<file path="src/verilog/mips_config.svh">
`ifndef MIPS_CONFIG_SVH
`define MIPS_CONFIG_SVH

// Datapath and address width
`define DATA_W 32

// Register file geometry
`define REG_ADDR_W 5
`define NUM_REGS 32

// Shift amount field width
`define SHAMT_W 5

// Boot address and the address that stops the core
`define RESET_VECTOR 32'hBFC0_0000
`define HALT_ADDR 32'h0000_0000

// Register mirrored on register_v0
`define REG_V0 2

`endif

</file>
<file path="src/verilog/mips_pkg.sv">
`default_nettype none

package mips_pkg;

    // Primary opcodes, bits 31:26
    typedef enum logic [5:0] {
        OP_SPECIAL = 6'b000000,
        OP_REGIMM  = 6'b000001,
        OP_J       = 6'b000010,
        OP_BEQ     = 6'b000100,
        OP_BNE     = 6'b000101,
        OP_BLEZ    = 6'b000110,
        OP_BGTZ    = 6'b000111,
        OP_ADDIU   = 6'b001001,
        OP_SLTI    = 6'b001010,
        OP_SLTIU   = 6'b001011,
        OP_ANDI    = 6'b001100,
        OP_ORI     = 6'b001101,
        OP_XORI    = 6'b001110,
        OP_LUI     = 6'b001111,
        OP_LW      = 6'b100011,
        OP_SW      = 6'b101011
    } opcode_t;

    // SPECIAL function codes, bits 5:0
    typedef enum logic [5:0] {
        F_SLL  = 6'b000000,
        F_SRL  = 6'b000010,
        F_SRA  = 6'b000011,
        F_SLLV = 6'b000100,
        F_SRLV = 6'b000110,
        F_SRAV = 6'b000111,
        F_JR   = 6'b001000,
        F_ADDU = 6'b100001,
        F_SUBU = 6'b100011,
        F_AND  = 6'b100100,
        F_OR   = 6'b100101,
        F_XOR  = 6'b100110,
        F_SLT  = 6'b101010,
        F_SLTU = 6'b101011
    } funct_t;

    typedef enum logic [3:0] {
        ALU_ADD,
        ALU_SUB,
        ALU_AND,
        ALU_OR,
        ALU_XOR,
        ALU_SLT,
        ALU_SLTU,
        ALU_SLL,
        ALU_SRL,
        ALU_SRA,
        ALU_LUI
    } alu_op_t;

    typedef enum logic [3:0] {
        BR_NONE,
        BR_BEQ,
        BR_BNE,
        BR_BGTZ,
        BR_BLEZ,
        BR_BLTZ,
        BR_BGEZ,
        BR_JUMP,
        BR_JUMP_REG
    } branch_kind_t;

    typedef enum logic {
        RUNNING = 1'b0,
        HALTED  = 1'b1
    } run_state_t;

endpackage

`default_nettype wire

</file>
<file path="src/verilog/alu.sv">
`default_nettype none

`include "mips_config.svh"

module alu
    import mips_pkg::*;
(
    input  wire  alu_op_t                alu_op,
    input  wire  logic [`DATA_W-1:0]     a,
    input  wire  logic [`DATA_W-1:0]     b,
    input  wire  logic [`SHAMT_W-1:0]    shamt,
    output logic [`DATA_W-1:0]           result
);

    logic lt_signed;
    logic lt_unsigned;

    assign lt_signed = $signed(a) < $signed(b);
    assign lt_unsigned = a < b;

    always_comb begin
        case (alu_op)
            ALU_ADD:  result = a + b;
            ALU_SUB:  result = a - b;
            ALU_AND:  result = a & b;
            ALU_OR:   result = a | b;
            ALU_XOR:  result = a ^ b;
            ALU_SLT:  result = {{(`DATA_W-1){1'b0}}, lt_signed};
            ALU_SLTU: result = {{(`DATA_W-1){1'b0}}, lt_unsigned};
            // Shifts act on the rt operand
            ALU_SLL:  result = b << shamt;
            ALU_SRL:  result = b >> shamt;
            ALU_SRA:  result = $signed(b) >>> shamt;
            ALU_LUI:  result = {b[15:0], 16'b0};
            default:  result = '0;
        endcase
    end

endmodule

`default_nettype wire

</file>
<file path="src/verilog/reg_file.sv">
`default_nettype none

`include "mips_config.svh"

module reg_file (
    input  wire  logic                   clk,
    input  wire  logic                   reset,
    input  wire  logic [`REG_ADDR_W-1:0] rs_addr,
    input  wire  logic [`REG_ADDR_W-1:0] rt_addr,
    input  wire  logic [`REG_ADDR_W-1:0] wr_addr,
    input  wire  logic                   wr_en,
    input  wire  logic [`DATA_W-1:0]     wr_data,
    output logic [`DATA_W-1:0]           rs_data,
    output logic [`DATA_W-1:0]           rt_data,
    output logic [`DATA_W-1:0]           v0
);

    logic [`DATA_W-1:0] regs [`NUM_REGS];

    assign rs_data = regs[rs_addr];
    assign rt_data = regs[rt_addr];
    assign v0 = regs[`REG_V0];

    always_ff @(posedge clk) begin
        if (reset) begin
            for (int i = 0; i < `NUM_REGS; i++) begin
                regs[i] <= '0;
            end
        end else if (wr_en && wr_addr != '0) begin
            regs[wr_addr] <= wr_data;
        end
    end

    // r0 never leaves zero once out of reset
    zero_reg_held: assert property (
        @(posedge clk) disable iff (reset)
        regs[0] == '0
    );

endmodule

`default_nettype wire

</file>
<file path="src/verilog/instr_decode.sv">
`default_nettype none

`include "mips_config.svh"

module instr_decode
    import mips_pkg::*;
(
    input  wire  logic [`DATA_W-1:0] instr,
    input  wire  logic               step,
    output logic [`REG_ADDR_W-1:0]   rs_addr,
    output logic [`REG_ADDR_W-1:0]   rt_addr,
    output logic [`REG_ADDR_W-1:0]   wr_addr,
    output logic                     wr_en,
    output alu_op_t                  alu_op,
    output logic                     use_imm,
    output logic                     imm_signed,
    output logic [`SHAMT_W-1:0]      shamt,
    output logic                     shift_var,
    output logic [15:0]              imm16,
    output logic [25:0]              jump_index,
    output branch_kind_t             branch_kind,
    output logic                     mem_to_reg,
    output logic                     data_write,
    output logic                     data_read
);

    opcode_t                 opcode;
    funct_t                  funct;
    logic [`REG_ADDR_W-1:0]  rd_addr;
    logic                    wr_sel_rt;
    logic                    wr_req;
    logic                    store_req;

    assign opcode = opcode_t'(instr[31:26]);
    assign funct = funct_t'(instr[5:0]);
    assign rs_addr = instr[25:21];
    assign rt_addr = instr[20:16];
    assign rd_addr = instr[15:11];
    assign shamt = instr[10:6];
    assign imm16 = instr[15:0];
    assign jump_index = instr[25:0];

    always_comb begin
        alu_op = ALU_ADD;
        use_imm = 1'b0;
        imm_signed = 1'b0;
        shift_var = 1'b0;
        wr_sel_rt = 1'b0;
        wr_req = 1'b0;
        mem_to_reg = 1'b0;
        store_req = 1'b0;
        branch_kind = BR_NONE;
        case (opcode)
            OP_SPECIAL: begin
                wr_req = 1'b1;
                case (funct)
                    F_ADDU: alu_op = ALU_ADD;
                    F_SUBU: alu_op = ALU_SUB;
                    F_AND:  alu_op = ALU_AND;
                    F_OR:   alu_op = ALU_OR;
                    F_XOR:  alu_op = ALU_XOR;
                    F_SLT:  alu_op = ALU_SLT;
                    F_SLTU: alu_op = ALU_SLTU;
                    F_SLL:  alu_op = ALU_SLL;
                    F_SRL:  alu_op = ALU_SRL;
                    F_SRA:  alu_op = ALU_SRA;
                    F_SLLV: begin
                        alu_op = ALU_SLL;
                        shift_var = 1'b1;
                    end
                    F_SRLV: begin
                        alu_op = ALU_SRL;
                        shift_var = 1'b1;
                    end
                    F_SRAV: begin
                        alu_op = ALU_SRA;
                        shift_var = 1'b1;
                    end
                    F_JR: begin
                        wr_req = 1'b0;
                        branch_kind = BR_JUMP_REG;
                    end
                    default: wr_req = 1'b0;
                endcase
            end
            // rt selects the condition here
            OP_REGIMM: begin
                if (rt_addr == 5'b00000) begin
                    branch_kind = BR_BLTZ;
                end else if (rt_addr == 5'b00001) begin
                    branch_kind = BR_BGEZ;
                end
            end
            OP_J:    branch_kind = BR_JUMP;
            OP_BEQ:  branch_kind = BR_BEQ;
            OP_BNE:  branch_kind = BR_BNE;
            OP_BLEZ: branch_kind = BR_BLEZ;
            OP_BGTZ: branch_kind = BR_BGTZ;
            OP_ADDIU, OP_SLTI, OP_SLTIU, OP_ANDI, OP_ORI, OP_XORI, OP_LUI: begin
                use_imm = 1'b1;
                wr_sel_rt = 1'b1;
                wr_req = 1'b1;
                imm_signed = (opcode == OP_ADDIU) || (opcode == OP_SLTI)
                          || (opcode == OP_SLTIU);
                case (opcode)
                    OP_SLTI:  alu_op = ALU_SLT;
                    OP_SLTIU: alu_op = ALU_SLTU;
                    OP_ANDI:  alu_op = ALU_AND;
                    OP_ORI:   alu_op = ALU_OR;
                    OP_XORI:  alu_op = ALU_XOR;
                    OP_LUI:   alu_op = ALU_LUI;
                    default:  alu_op = ALU_ADD;
                endcase
            end
            OP_LW: begin
                use_imm = 1'b1;
                imm_signed = 1'b1;
                wr_sel_rt = 1'b1;
                wr_req = 1'b1;
                mem_to_reg = 1'b1;
            end
            OP_SW: begin
                use_imm = 1'b1;
                imm_signed = 1'b1;
                store_req = 1'b1;
            end
            default: branch_kind = BR_NONE;
        endcase
    end

    assign wr_addr = wr_sel_rt ? rt_addr : rd_addr;

    // No side effects outside an executing cycle
    assign wr_en = step && wr_req;
    assign data_write = step && store_req;
    assign data_read = step && mem_to_reg;

endmodule

`default_nettype wire

</file>
<file path="src/verilog/pc_unit.sv">
`default_nettype none

`include "mips_config.svh"

module pc_unit
    import mips_pkg::*;
(
    input  wire  logic               clk,
    input  wire  logic               reset,
    input  wire  logic               clk_enable,
    input  wire  branch_kind_t       branch_kind,
    input  wire  logic [15:0]        imm16,
    input  wire  logic [25:0]        jump_index,
    input  wire  logic [`DATA_W-1:0] rs_data,
    input  wire  logic [`DATA_W-1:0] rt_data,
    output logic [`DATA_W-1:0]       pc,
    output logic                     step,
    output logic                     active
);

    run_state_t          state;
    logic                redirect_pending;
    logic [`DATA_W-1:0]  redirect_target;
    logic [`DATA_W-1:0]  pc_plus4;
    logic [`DATA_W-1:0]  branch_target;
    logic [`DATA_W-1:0]  jump_target;
    logic [`DATA_W-1:0]  taken_target;
    logic                rs_zero;
    logic                rs_neg;
    logic                taken;

    assign pc_plus4 = pc + 4;
    assign branch_target = pc_plus4 + {{(`DATA_W-18){imm16[15]}}, imm16, 2'b00};
    assign jump_target = {pc_plus4[`DATA_W-1:`DATA_W-4], jump_index, 2'b00};

    assign rs_zero = (rs_data == '0);
    assign rs_neg = rs_data[`DATA_W-1];

    assign step = (state == RUNNING) && clk_enable && (pc != `HALT_ADDR);
    assign active = (state == RUNNING);

    always_comb begin
        taken = 1'b0;
        taken_target = branch_target;
        case (branch_kind)
            BR_BEQ:      taken = (rs_data == rt_data);
            BR_BNE:      taken = (rs_data != rt_data);
            BR_BGTZ:     taken = !rs_neg && !rs_zero;
            BR_BLEZ:     taken = rs_neg || rs_zero;
            BR_BLTZ:     taken = rs_neg;
            BR_BGEZ:     taken = !rs_neg;
            BR_JUMP: begin
                taken = 1'b1;
                taken_target = jump_target;
            end
            BR_JUMP_REG: begin
                taken = 1'b1;
                taken_target = rs_data;
            end
            default:     taken = 1'b0;
        endcase
    end

    always_ff @(posedge clk) begin
        if (reset) begin
            pc <= `RESET_VECTOR;
            redirect_pending <= 1'b0;
            state <= RUNNING;
        end else if (step) begin
            // Delay slot first, then the pending target
            pc <= redirect_pending ? redirect_target : pc_plus4;
            redirect_pending <= taken;
        end else if (state == RUNNING && clk_enable) begin
            state <= HALTED;
        end
    end

    always_ff @(posedge clk) begin
        if (step && taken) begin
            redirect_target <= taken_target;
        end
    end

    pc_aligned: assert property (
        @(posedge clk) disable iff (reset)
        (state == RUNNING) |-> (pc[1:0] == 2'b00)
    );

endmodule

`default_nettype wire

</file>
<file path="src/verilog/mips_cpu_harvard.sv">
`default_nettype none

`include "mips_config.svh"

module mips_cpu_harvard
    import mips_pkg::*;
(
    input  wire  logic               clk,
    input  wire  logic               reset,
    output logic                     active,
    output logic [`DATA_W-1:0]       register_v0,

    input  wire  logic               clk_enable,

    output logic [`DATA_W-1:0]       instr_address,
    input  wire  logic [`DATA_W-1:0] instr_readdata,

    output logic [`DATA_W-1:0]       data_address,
    output logic                     data_write,
    output logic                     data_read,
    output logic [`DATA_W-1:0]       data_writedata,
    input  wire  logic [`DATA_W-1:0] data_readdata
);

    logic                    step;
    logic [`REG_ADDR_W-1:0]  rs_addr;
    logic [`REG_ADDR_W-1:0]  rt_addr;
    logic [`REG_ADDR_W-1:0]  wr_addr;
    logic                    wr_en;
    alu_op_t                 alu_op;
    logic                    use_imm;
    logic                    imm_signed;
    logic [`SHAMT_W-1:0]     shamt;
    logic                    shift_var;
    logic [15:0]             imm16;
    logic [25:0]             jump_index;
    branch_kind_t            branch_kind;
    logic                    mem_to_reg;
    logic [`DATA_W-1:0]      rs_data;
    logic [`DATA_W-1:0]      rt_data;
    logic [`DATA_W-1:0]      wr_data;
    logic [`DATA_W-1:0]      imm_ext;
    logic [`DATA_W-1:0]      operand_b;
    logic [`SHAMT_W-1:0]     shift_amount;

    // Operand and write-back steering
    assign imm_ext = imm_signed ? {{(`DATA_W-16){imm16[15]}}, imm16}
                                : {{(`DATA_W-16){1'b0}}, imm16};
    assign operand_b = use_imm ? imm_ext : rt_data;
    assign shift_amount = shift_var ? rs_data[`SHAMT_W-1:0] : shamt;
    assign wr_data = mem_to_reg ? data_readdata : data_address;
    assign data_writedata = rt_data;

    pc_unit u_pc_unit (
        .clk         (clk),
        .reset       (reset),
        .clk_enable  (clk_enable),
        .branch_kind (branch_kind),
        .imm16       (imm16),
        .jump_index  (jump_index),
        .rs_data     (rs_data),
        .rt_data     (rt_data),
        .pc          (instr_address),
        .step        (step),
        .active      (active)
    );

    instr_decode u_instr_decode (
        .instr       (instr_readdata),
        .step        (step),
        .rs_addr     (rs_addr),
        .rt_addr     (rt_addr),
        .wr_addr     (wr_addr),
        .wr_en       (wr_en),
        .alu_op      (alu_op),
        .use_imm     (use_imm),
        .imm_signed  (imm_signed),
        .shamt       (shamt),
        .shift_var   (shift_var),
        .imm16       (imm16),
        .jump_index  (jump_index),
        .branch_kind (branch_kind),
        .mem_to_reg  (mem_to_reg),
        .data_write  (data_write),
        .data_read   (data_read)
    );

    reg_file u_reg_file (
        .clk     (clk),
        .reset   (reset),
        .rs_addr (rs_addr),
        .rt_addr (rt_addr),
        .wr_addr (wr_addr),
        .wr_en   (wr_en),
        .wr_data (wr_data),
        .rs_data (rs_data),
        .rt_data (rt_data),
        .v0      (register_v0)
    );

    // Result doubles as the load/store effective address
    alu u_alu (
        .alu_op (alu_op),
        .a      (rs_data),
        .b      (operand_b),
        .shamt  (shift_amount),
        .result (data_address)
    );

endmodule

`default_nettype wire

</file>
<file path="config.mk">
export PLATFORM = sky130hd
export DESIGN_NAME = mips_cpu_harvard
export DESIGN_NICKNAME = d
export VERILOG_FILES = /design/src/verilog/mips_pkg.sv /design/src/verilog/alu.sv /design/src/verilog/reg_file.sv /design/src/verilog/instr_decode.sv /design/src/verilog/pc_unit.sv /design/src/verilog/mips_cpu_harvard.sv
export VERILOG_INCLUDE_DIRS = /design/src /design/src/verilog
export SDC_FILE = /design/constraint.sdc
export NUM_CORES = 2
export LEC_CHECK = 0
export BUFFER_PORTS_ARGS = -buffer_cell sky130_fd_sc_hd__buf_4
export CAP_MARGIN = 20
export CORE_ASPECT_RATIO = 1.75
export CORE_MARGIN = 8
export CORE_UTILIZATION = 50
export CTS_BUF_LIST = sky130_fd_sc_hd__clkbuf_16
export DETAILED_ROUTE_END_ITERATION = 12
export MAX_ROUTING_LAYER = met4
export PLACE_DENSITY = 0.66
export SYNTH_ARGS = -nofsm -noshare
export SYNTH_HDL_FRONTEND = slang
export SYNTH_SLANG_ARGS = --single-unit
export TNS_END_PERCENT = 50
</file>
<file path="constraint.sdc">
create_clock -name clk -period 39.6 [get_ports clk]
set_input_delay 11.88 -clock clk [delete_from_list [all_inputs] [get_ports clk]]
set_output_delay 11.88 -clock clk [all_outputs]
set_load 0.03 [all_outputs]
</file>
# Yosys cells after proc, flatten, opt, wreduce, memory -nomap -nowiden
# Memories as Yosys holds them, arrays and structs flattened.
# Index checks and enable logic that the tools add are counted.
[totals] romBits=0 out_inout_bits=131 ram_bits=1024 register_bits=66 mem_count=1 latch_bits=0 in_bits=67
[mem_list] name="u_reg_file.regs" depth=32 word_bits=32 rd=3 rd_clocked_by_memory_dff=0 write_ports=32 line_no="reg_file.sv:18" text="logic [`DATA_W-1:0] regs [`NUM_REGS];"
[classes] n_reduce_logical=32 bitwise=5 shifts=3 multipliers=0 n_eq_ne=49 addsub=4 n_mux=33 magnitude_cmp=2 div=0
[ops] operator="$pmux 32 s11" n=1
[ops] operator="$mux 32" n=5
[ops] operator="$add 32x32->32" n=2
[ops] operator="$lt 32x32->1" n=2
[ops] operator="$pmux 32 s2" n=1
[ops] operator="$eq 6x6->1 const B" n=9
[ops] operator="$eq 6x4->1 const B" n=8
[ops] operator="$eq 6x3->1 const B" n=7
[ops] operator="$pmux 4 s9" n=1
[ops] operator="$add 32x3->32 const B" n=1
[ops] operator="$and 32x32->32" n=1
[ops] operator="$eq 32x32->1" n=1
[ops] operator="$eq 4x3->1 const B" n=8
[ops] operator="$logic_not 32->1" n=1
[ops] operator="$ne 32x32->1" n=1
[ops] operator="$or 32x32->32" n=1
[ops] operator="$reduce_bool 32->1" n=1
[ops] operator="$reduce_or 32->1" n=1
[ops] operator="$shl 32x5->32" n=1
[ops] operator="$shr 32x5->32" n=1
[ops] operator="$sshr 32x5->32" n=1
[ops] operator="$sub 32x32->32" n=1
[ops] operator="$xor 32x32->32" n=1
[ops] operator="$pmux 4 s7" n=1
[ops] operator="29 further kinds" n=70

# Longest topological paths before layout
[depth] ltp_word=11 mapped_depth=28 mapped_depth_nobuf=21

# By module
# A second synthesis with hierarchy kept.
[hier_totals] cells_unflattened=6846 hier_area_um2=72862.4
[modules_own_cells] mod="reg_file" cells_per_inst=4605 seq_area_each_um2=30749.5 instances=1 area_per_inst_um2=56130.1
[modules_own_cells] mod="alu" cells_per_inst=1322 seq_area_each_um2=0.0 instances=1 area_per_inst_um2=9151.3
[modules_own_cells] mod="pc_unit" cells_per_inst=677 seq_area_each_um2=1641.6 instances=1 area_per_inst_um2=5564.1
[modules_own_cells] mod="mips_cpu_harvard" cells_per_inst=95 seq_area_each_um2=0.0 instances=1 area_per_inst_um2=1029.7
[modules_own_cells] mod="instr_decode" cells_per_inst=147 seq_area_each_um2=0.0 instances=1 area_per_inst_um2=987.2

# Worst setup path before layout
# OpenSTA, ideal clock, no wires.
[synth_timing] kind="input to output" start="input port instr_readdata[17]" end="output port data_address[29]" stages=23 path_slack_ps=10011 arrival_ps=17709 path_buffers=5 path_cell_list="buf_2 -> buf_2 -> buf_4 -> buf_2 -> buf_2 -> mux2i_1 -> o22ai_1 -> o21ai_0 -> nand4_1 -> mux2i_1 -> inv_1 -> ha_1 -> a21o_1 -> a211oi_1 -> or4_1 -> a31oi_1 -> a2111oi_0 -> nor4_1 -> o21ai_1 -> nor4bb_1 -> a2111o_1 -> o21ai_0 -> or3b_2"
[synth_via] elab_chain_len=4 word_cells_on_any_way=11 classes_between="2 x add/sub; 3 x shift; 2 x mux; 3 x bitwise; 1 x memory"
[synth_rtl] element="start: declaration" line_no="mips_cpu_harvard.sv:16" text="input wire logic [`DATA_W-1:0] instr_readdata,"
[synth_rtl] element="$mem_v2 32x32 (*)"
[synth_rtl] element="via data_writedata[1]" line_no="mips_cpu_harvard.sv:21" text="output logic [`DATA_W-1:0] data_writedata,"
[synth_rtl] element="$mux 32 (*)" line_no="mips_cpu_harvard.sv:49" text="assign operand_b = use_imm ? imm_ext : rt_data;"
[synth_rtl] element="$sub 32x32->32, or another cell as far along" line_no="alu.sv:24" text="ALU_SUB: result = a - b;"
[synth_rtl] element="$pmux 32 s11 (*)" line_no="alu.sv:22" text="case (alu_op)"
[synth_rtl] element="end: declaration" line_no="mips_cpu_harvard.sv:18" text="output logic [`DATA_W-1:0] data_address,"
# The timed path passes the listed nets; every way through them passes the cells marked *.

# Worst setup path after layout
[layout_timing] start="input port instr_readdata[17]" end="output port data_address[29]"
[layout_via] elab_chain_len=4 word_cells_on_any_way=11 classes_between="2 x add/sub; 3 x shift; 2 x mux; 3 x bitwise; 1 x memory"
[layout_rtl] element="$mem_v2 32x32 (*)"
[layout_rtl] element="$mux 32 (*)" line_no="mips_cpu_harvard.sv:49"
[layout_rtl] element="$sub 32x32->32, or another cell as far along" line_no="alu.sv:24"
[layout_rtl] element="$pmux 32 s11 (*)" line_no="alu.sv:22"
# Mark *: on every way between the ends. The rest lies on a longest branch, timed or not.

==> run metrics <==
Startpoint Class=input pin; Post-route DRC=0; worst endpoint data arrival time=20.78 ns; final instance area=75900 um2; fill cell count=11600; most used routing layer=met2; layout cells sized above 1=17.1%; Detail Route Antenna Nets=0; Synth async-reset ratio=0%; leakage=28.7 nW; Hold Buf Count CTS=0; CTS tree=yes; max_cap viols=0; Psw=1.26 mW; first-pass GRT wire length=450 mm; Rel. slew slack=17.3%; Post-synth EDFFs=1056; Clock Tree Root=clkbuf_16; status=finished clean; total global-route track usage=44.5%; Final period util=82.5%; die area=150000 um2; post-CTS setup buffers=0; initial antenna violation count=11; worst-margin pin slew=1.21 ns; CTS Buffer Depth=3; clock latency on the worst-skew pair=0.77 ns; CP Data Required Time=27.72 ns; combinational share of power=31.9%; grt ovf=0; Synth Flop Type=edfxtp_1; Starting Density=50.2%; Int Power=2.14 mW; syn_area_per_cell=11.2 um2; commonest non-fill, non-tap cell in the layout=nor2_1; TritonRoute pass-1 iters=6; Clock Skew=0.0944 ns; clock sink total=1090; GR Layer Usage met1=45.7%; via/cell ratio=7.30; Hold WC Path Type=flip-flop to flip-flop; WL per Instance=41.6 um; post-place setup slack=7.31 ns; Placed Area=72500 um2; Reg clk slew, reported paths=0.07 ns; largest net degree at the start of global routing=77; vias in the first global route=57100; final slew viol count=0; Flop pwr share=39.1%; Tmin final=32.66 ns; FMAX=0.0306 GHz; num rows=180; clock network fraction of design power=29.0%; Die X=297 um; number of DRC markers in iteration 0=8692; Synth Warn #=0; post-CTS sizing=0; Die H=507 um; Syn-to-layout area delta=10.1%; M3 GR Usage=11.8%; Cell Count, Final, Fillers Out=8023; Setup WS post-layout=6.94 ns; vias=58600; HPWL after DPL=222 mm; GPL Wtd Cong=1.10; M2 GR Usage=67.6%; hold slack=0.490 ns; crit path max fanout=76; final hold vios=0; area used by multi-input combinational logic=34300 um2; H-tree depth=3; synth unique cells=99; unrepaired setup endpoints after global routing=no; flop and latch count out of synthesis=1090; io pins=198; Mapped Cells=6146; register area=32400 um2; Crit. End Element=primary output; placed instance count=7823; final wirelength=334 mm; core box area=137000 um2; commonest cells after routing, fill and taps aside=1127 x nor2_1, 1056 x edfxtp_1, 739 x mux2i_1, 393 x buf_4, 306 x mux4_2; worst vdd ir=0.0000410 V; PD cells=44.8 nW/um2; Sw Ratio=37.1%; Fin Setup TNS=0 ns; Mapped Area=68900 um2; Nets=6306; number of buffers created by CTS=98; PortBufs=197; Final setup viols=0; WS Path Type=input pin to primary output; sequential share of the synthesized area=47.0%
## per-layer routing
layer | wire, um | vias up
met1 | 101000 | 28500
met2 | 151000 | 5061
met3 | 38900 | 1842
met4 | 42800 | 0
met5 | 0 | -
li1 | - | 23100
## stage by stage
stage          total power, mW  util [%]
2_1_floorplan             1.95         -
3_3_place_gp              2.38      52.8
3_5_place_dp              2.39      52.9
4_1_cts                   3.35      55.2
5_1_grt                   3.45      55.3
6_report                  3.40      55.3
## final cells by class
cell class / instances / share of cell area, %
well taps: 1820 / 3.00
diodes: 19 / 0.0627
multi-input cells: 4387 / 45.2
clock buffers: 101 / 3.33
repair buffers: 404 / 4.13
inverters: 126 / 0.627
flip-flops and latches: 1090 / 42.7
clock inverters: 76 / 0.915
## synth_stat cells (14+ instances only)
cell type | instances | area, um2
o221ai_1 | 40 | 350
xnor2_1 | 78 | 683
nor2_1 | 1137 | 4270
xor2_1 | 22 | 193
buf_4 | 23 | 173
inv_1 | 121 | 454
buf_6 | 27 | 304
a21o_1 | 34 | 255
buf_2 | 162 | 811
buf_1 | 34 | 128
and3_1 | 14 | 87.6
a22oi_1 | 189 | 1420
o31ai_1 | 20 | 150
o21a_1 | 17 | 128
mux2i_1 | 751 | 7520
a221oi_1 | 21 | 184
nand4_1 | 51 | 319
a211oi_1 | 47 | 353
nor3_1 | 171 | 856
a31oi_1 | 17 | 106
dfxtp_1 | 34 | 681
ha_1 | 129 | 1610
or3_1 | 34 | 213
nand2b_1 | 61 | 382
o22ai_1 | 128 | 801
edfxtp_1 | 1056 | 31700
nand3_1 | 107 | 536
o21ai_1 | 45 | 225
o21ai_0 | 115 | 576
mux2_2 | 19 | 214
o21bai_1 | 24 | 180
nand2_1 | 217 | 815
clkbuf_1 | 324 | 1220
a21oi_1 | 226 | 1130
nor2b_1 | 33 | 206
nor4_1 | 26 | 163
and2_1 | 15 | 93.8
mux4_2 | 306 | 6890
o211ai_1 | 42 | 315
## sequential cells by signal, indices dropped and copies added (netlist names)
| register | flops |
|---|---|
| u_reg_file.regs | 1024 |
| u_pc_unit.pc | 32 |
| u_pc_unit.redirect_target | 32 |
| u_pc_unit.redirect_pending | 1 |
| u_pc_unit.state | 1 |
## power groups by stage
stage          registers (mW)  clock network (mW)  logic, mW
2_1_floorplan            1.35                   0      0.600
3_3_place_gp             1.35                   0       1.03
3_5_place_dp             1.35                   0       1.04
4_1_cts                  1.33               0.982       1.04
5_1_grt                  1.33                1.02       1.10
6_report                 1.33               0.986       1.09
## path summary, 6_finish.rpt
check	startpoint	end	slack, ns	cells after the start
max	instr_readdata[17]	data_address[29]	6.94	23
min	u_pc_unit.redirect_target[1]	u_pc_unit.pc[1]	0.49	2
max reg2reg	u_reg_file.regs[2][8]	u_reg_file.regs[7][29]	32.09	19
min reg2reg	u_pc_unit.redirect_target[1]	u_pc_unit.pc[1]	0.49	2
## logic make-up after synthesis
family,share of synthesized area (%)
simple gates,12.4
fa+ha+maj,2.43
compound gates,10.7
mux,21.7
other cells,0.00544
flops,47.0
xor+xnor,1.27
buf+inv,4.58
## worst max-delay path, stage by stage
cell and delay, ns:
buf_8 0.60, buf_4 0.65, buf_4 0.63, or2_1 0.62, buf_4 0.49, o22ai_1 0.13
o21ai_1 0.17, nand4_1 0.46, mux2i_1 0.68, inv_1 0.09, ha_1 0.57, nand4_1 0.22
or4_1 0.51, a31oi_1 0.52, a2111oi_0 0.24, buf_1 0.20, nor4_1 0.42, o21ai_1 0.20
nor4bb_1 0.20, a21oi_1 0.14, o21ai_0 0.24, or3b_2 0.54, buf_4 0.19
Note: power is estimated with default switching activity, not from simulation.
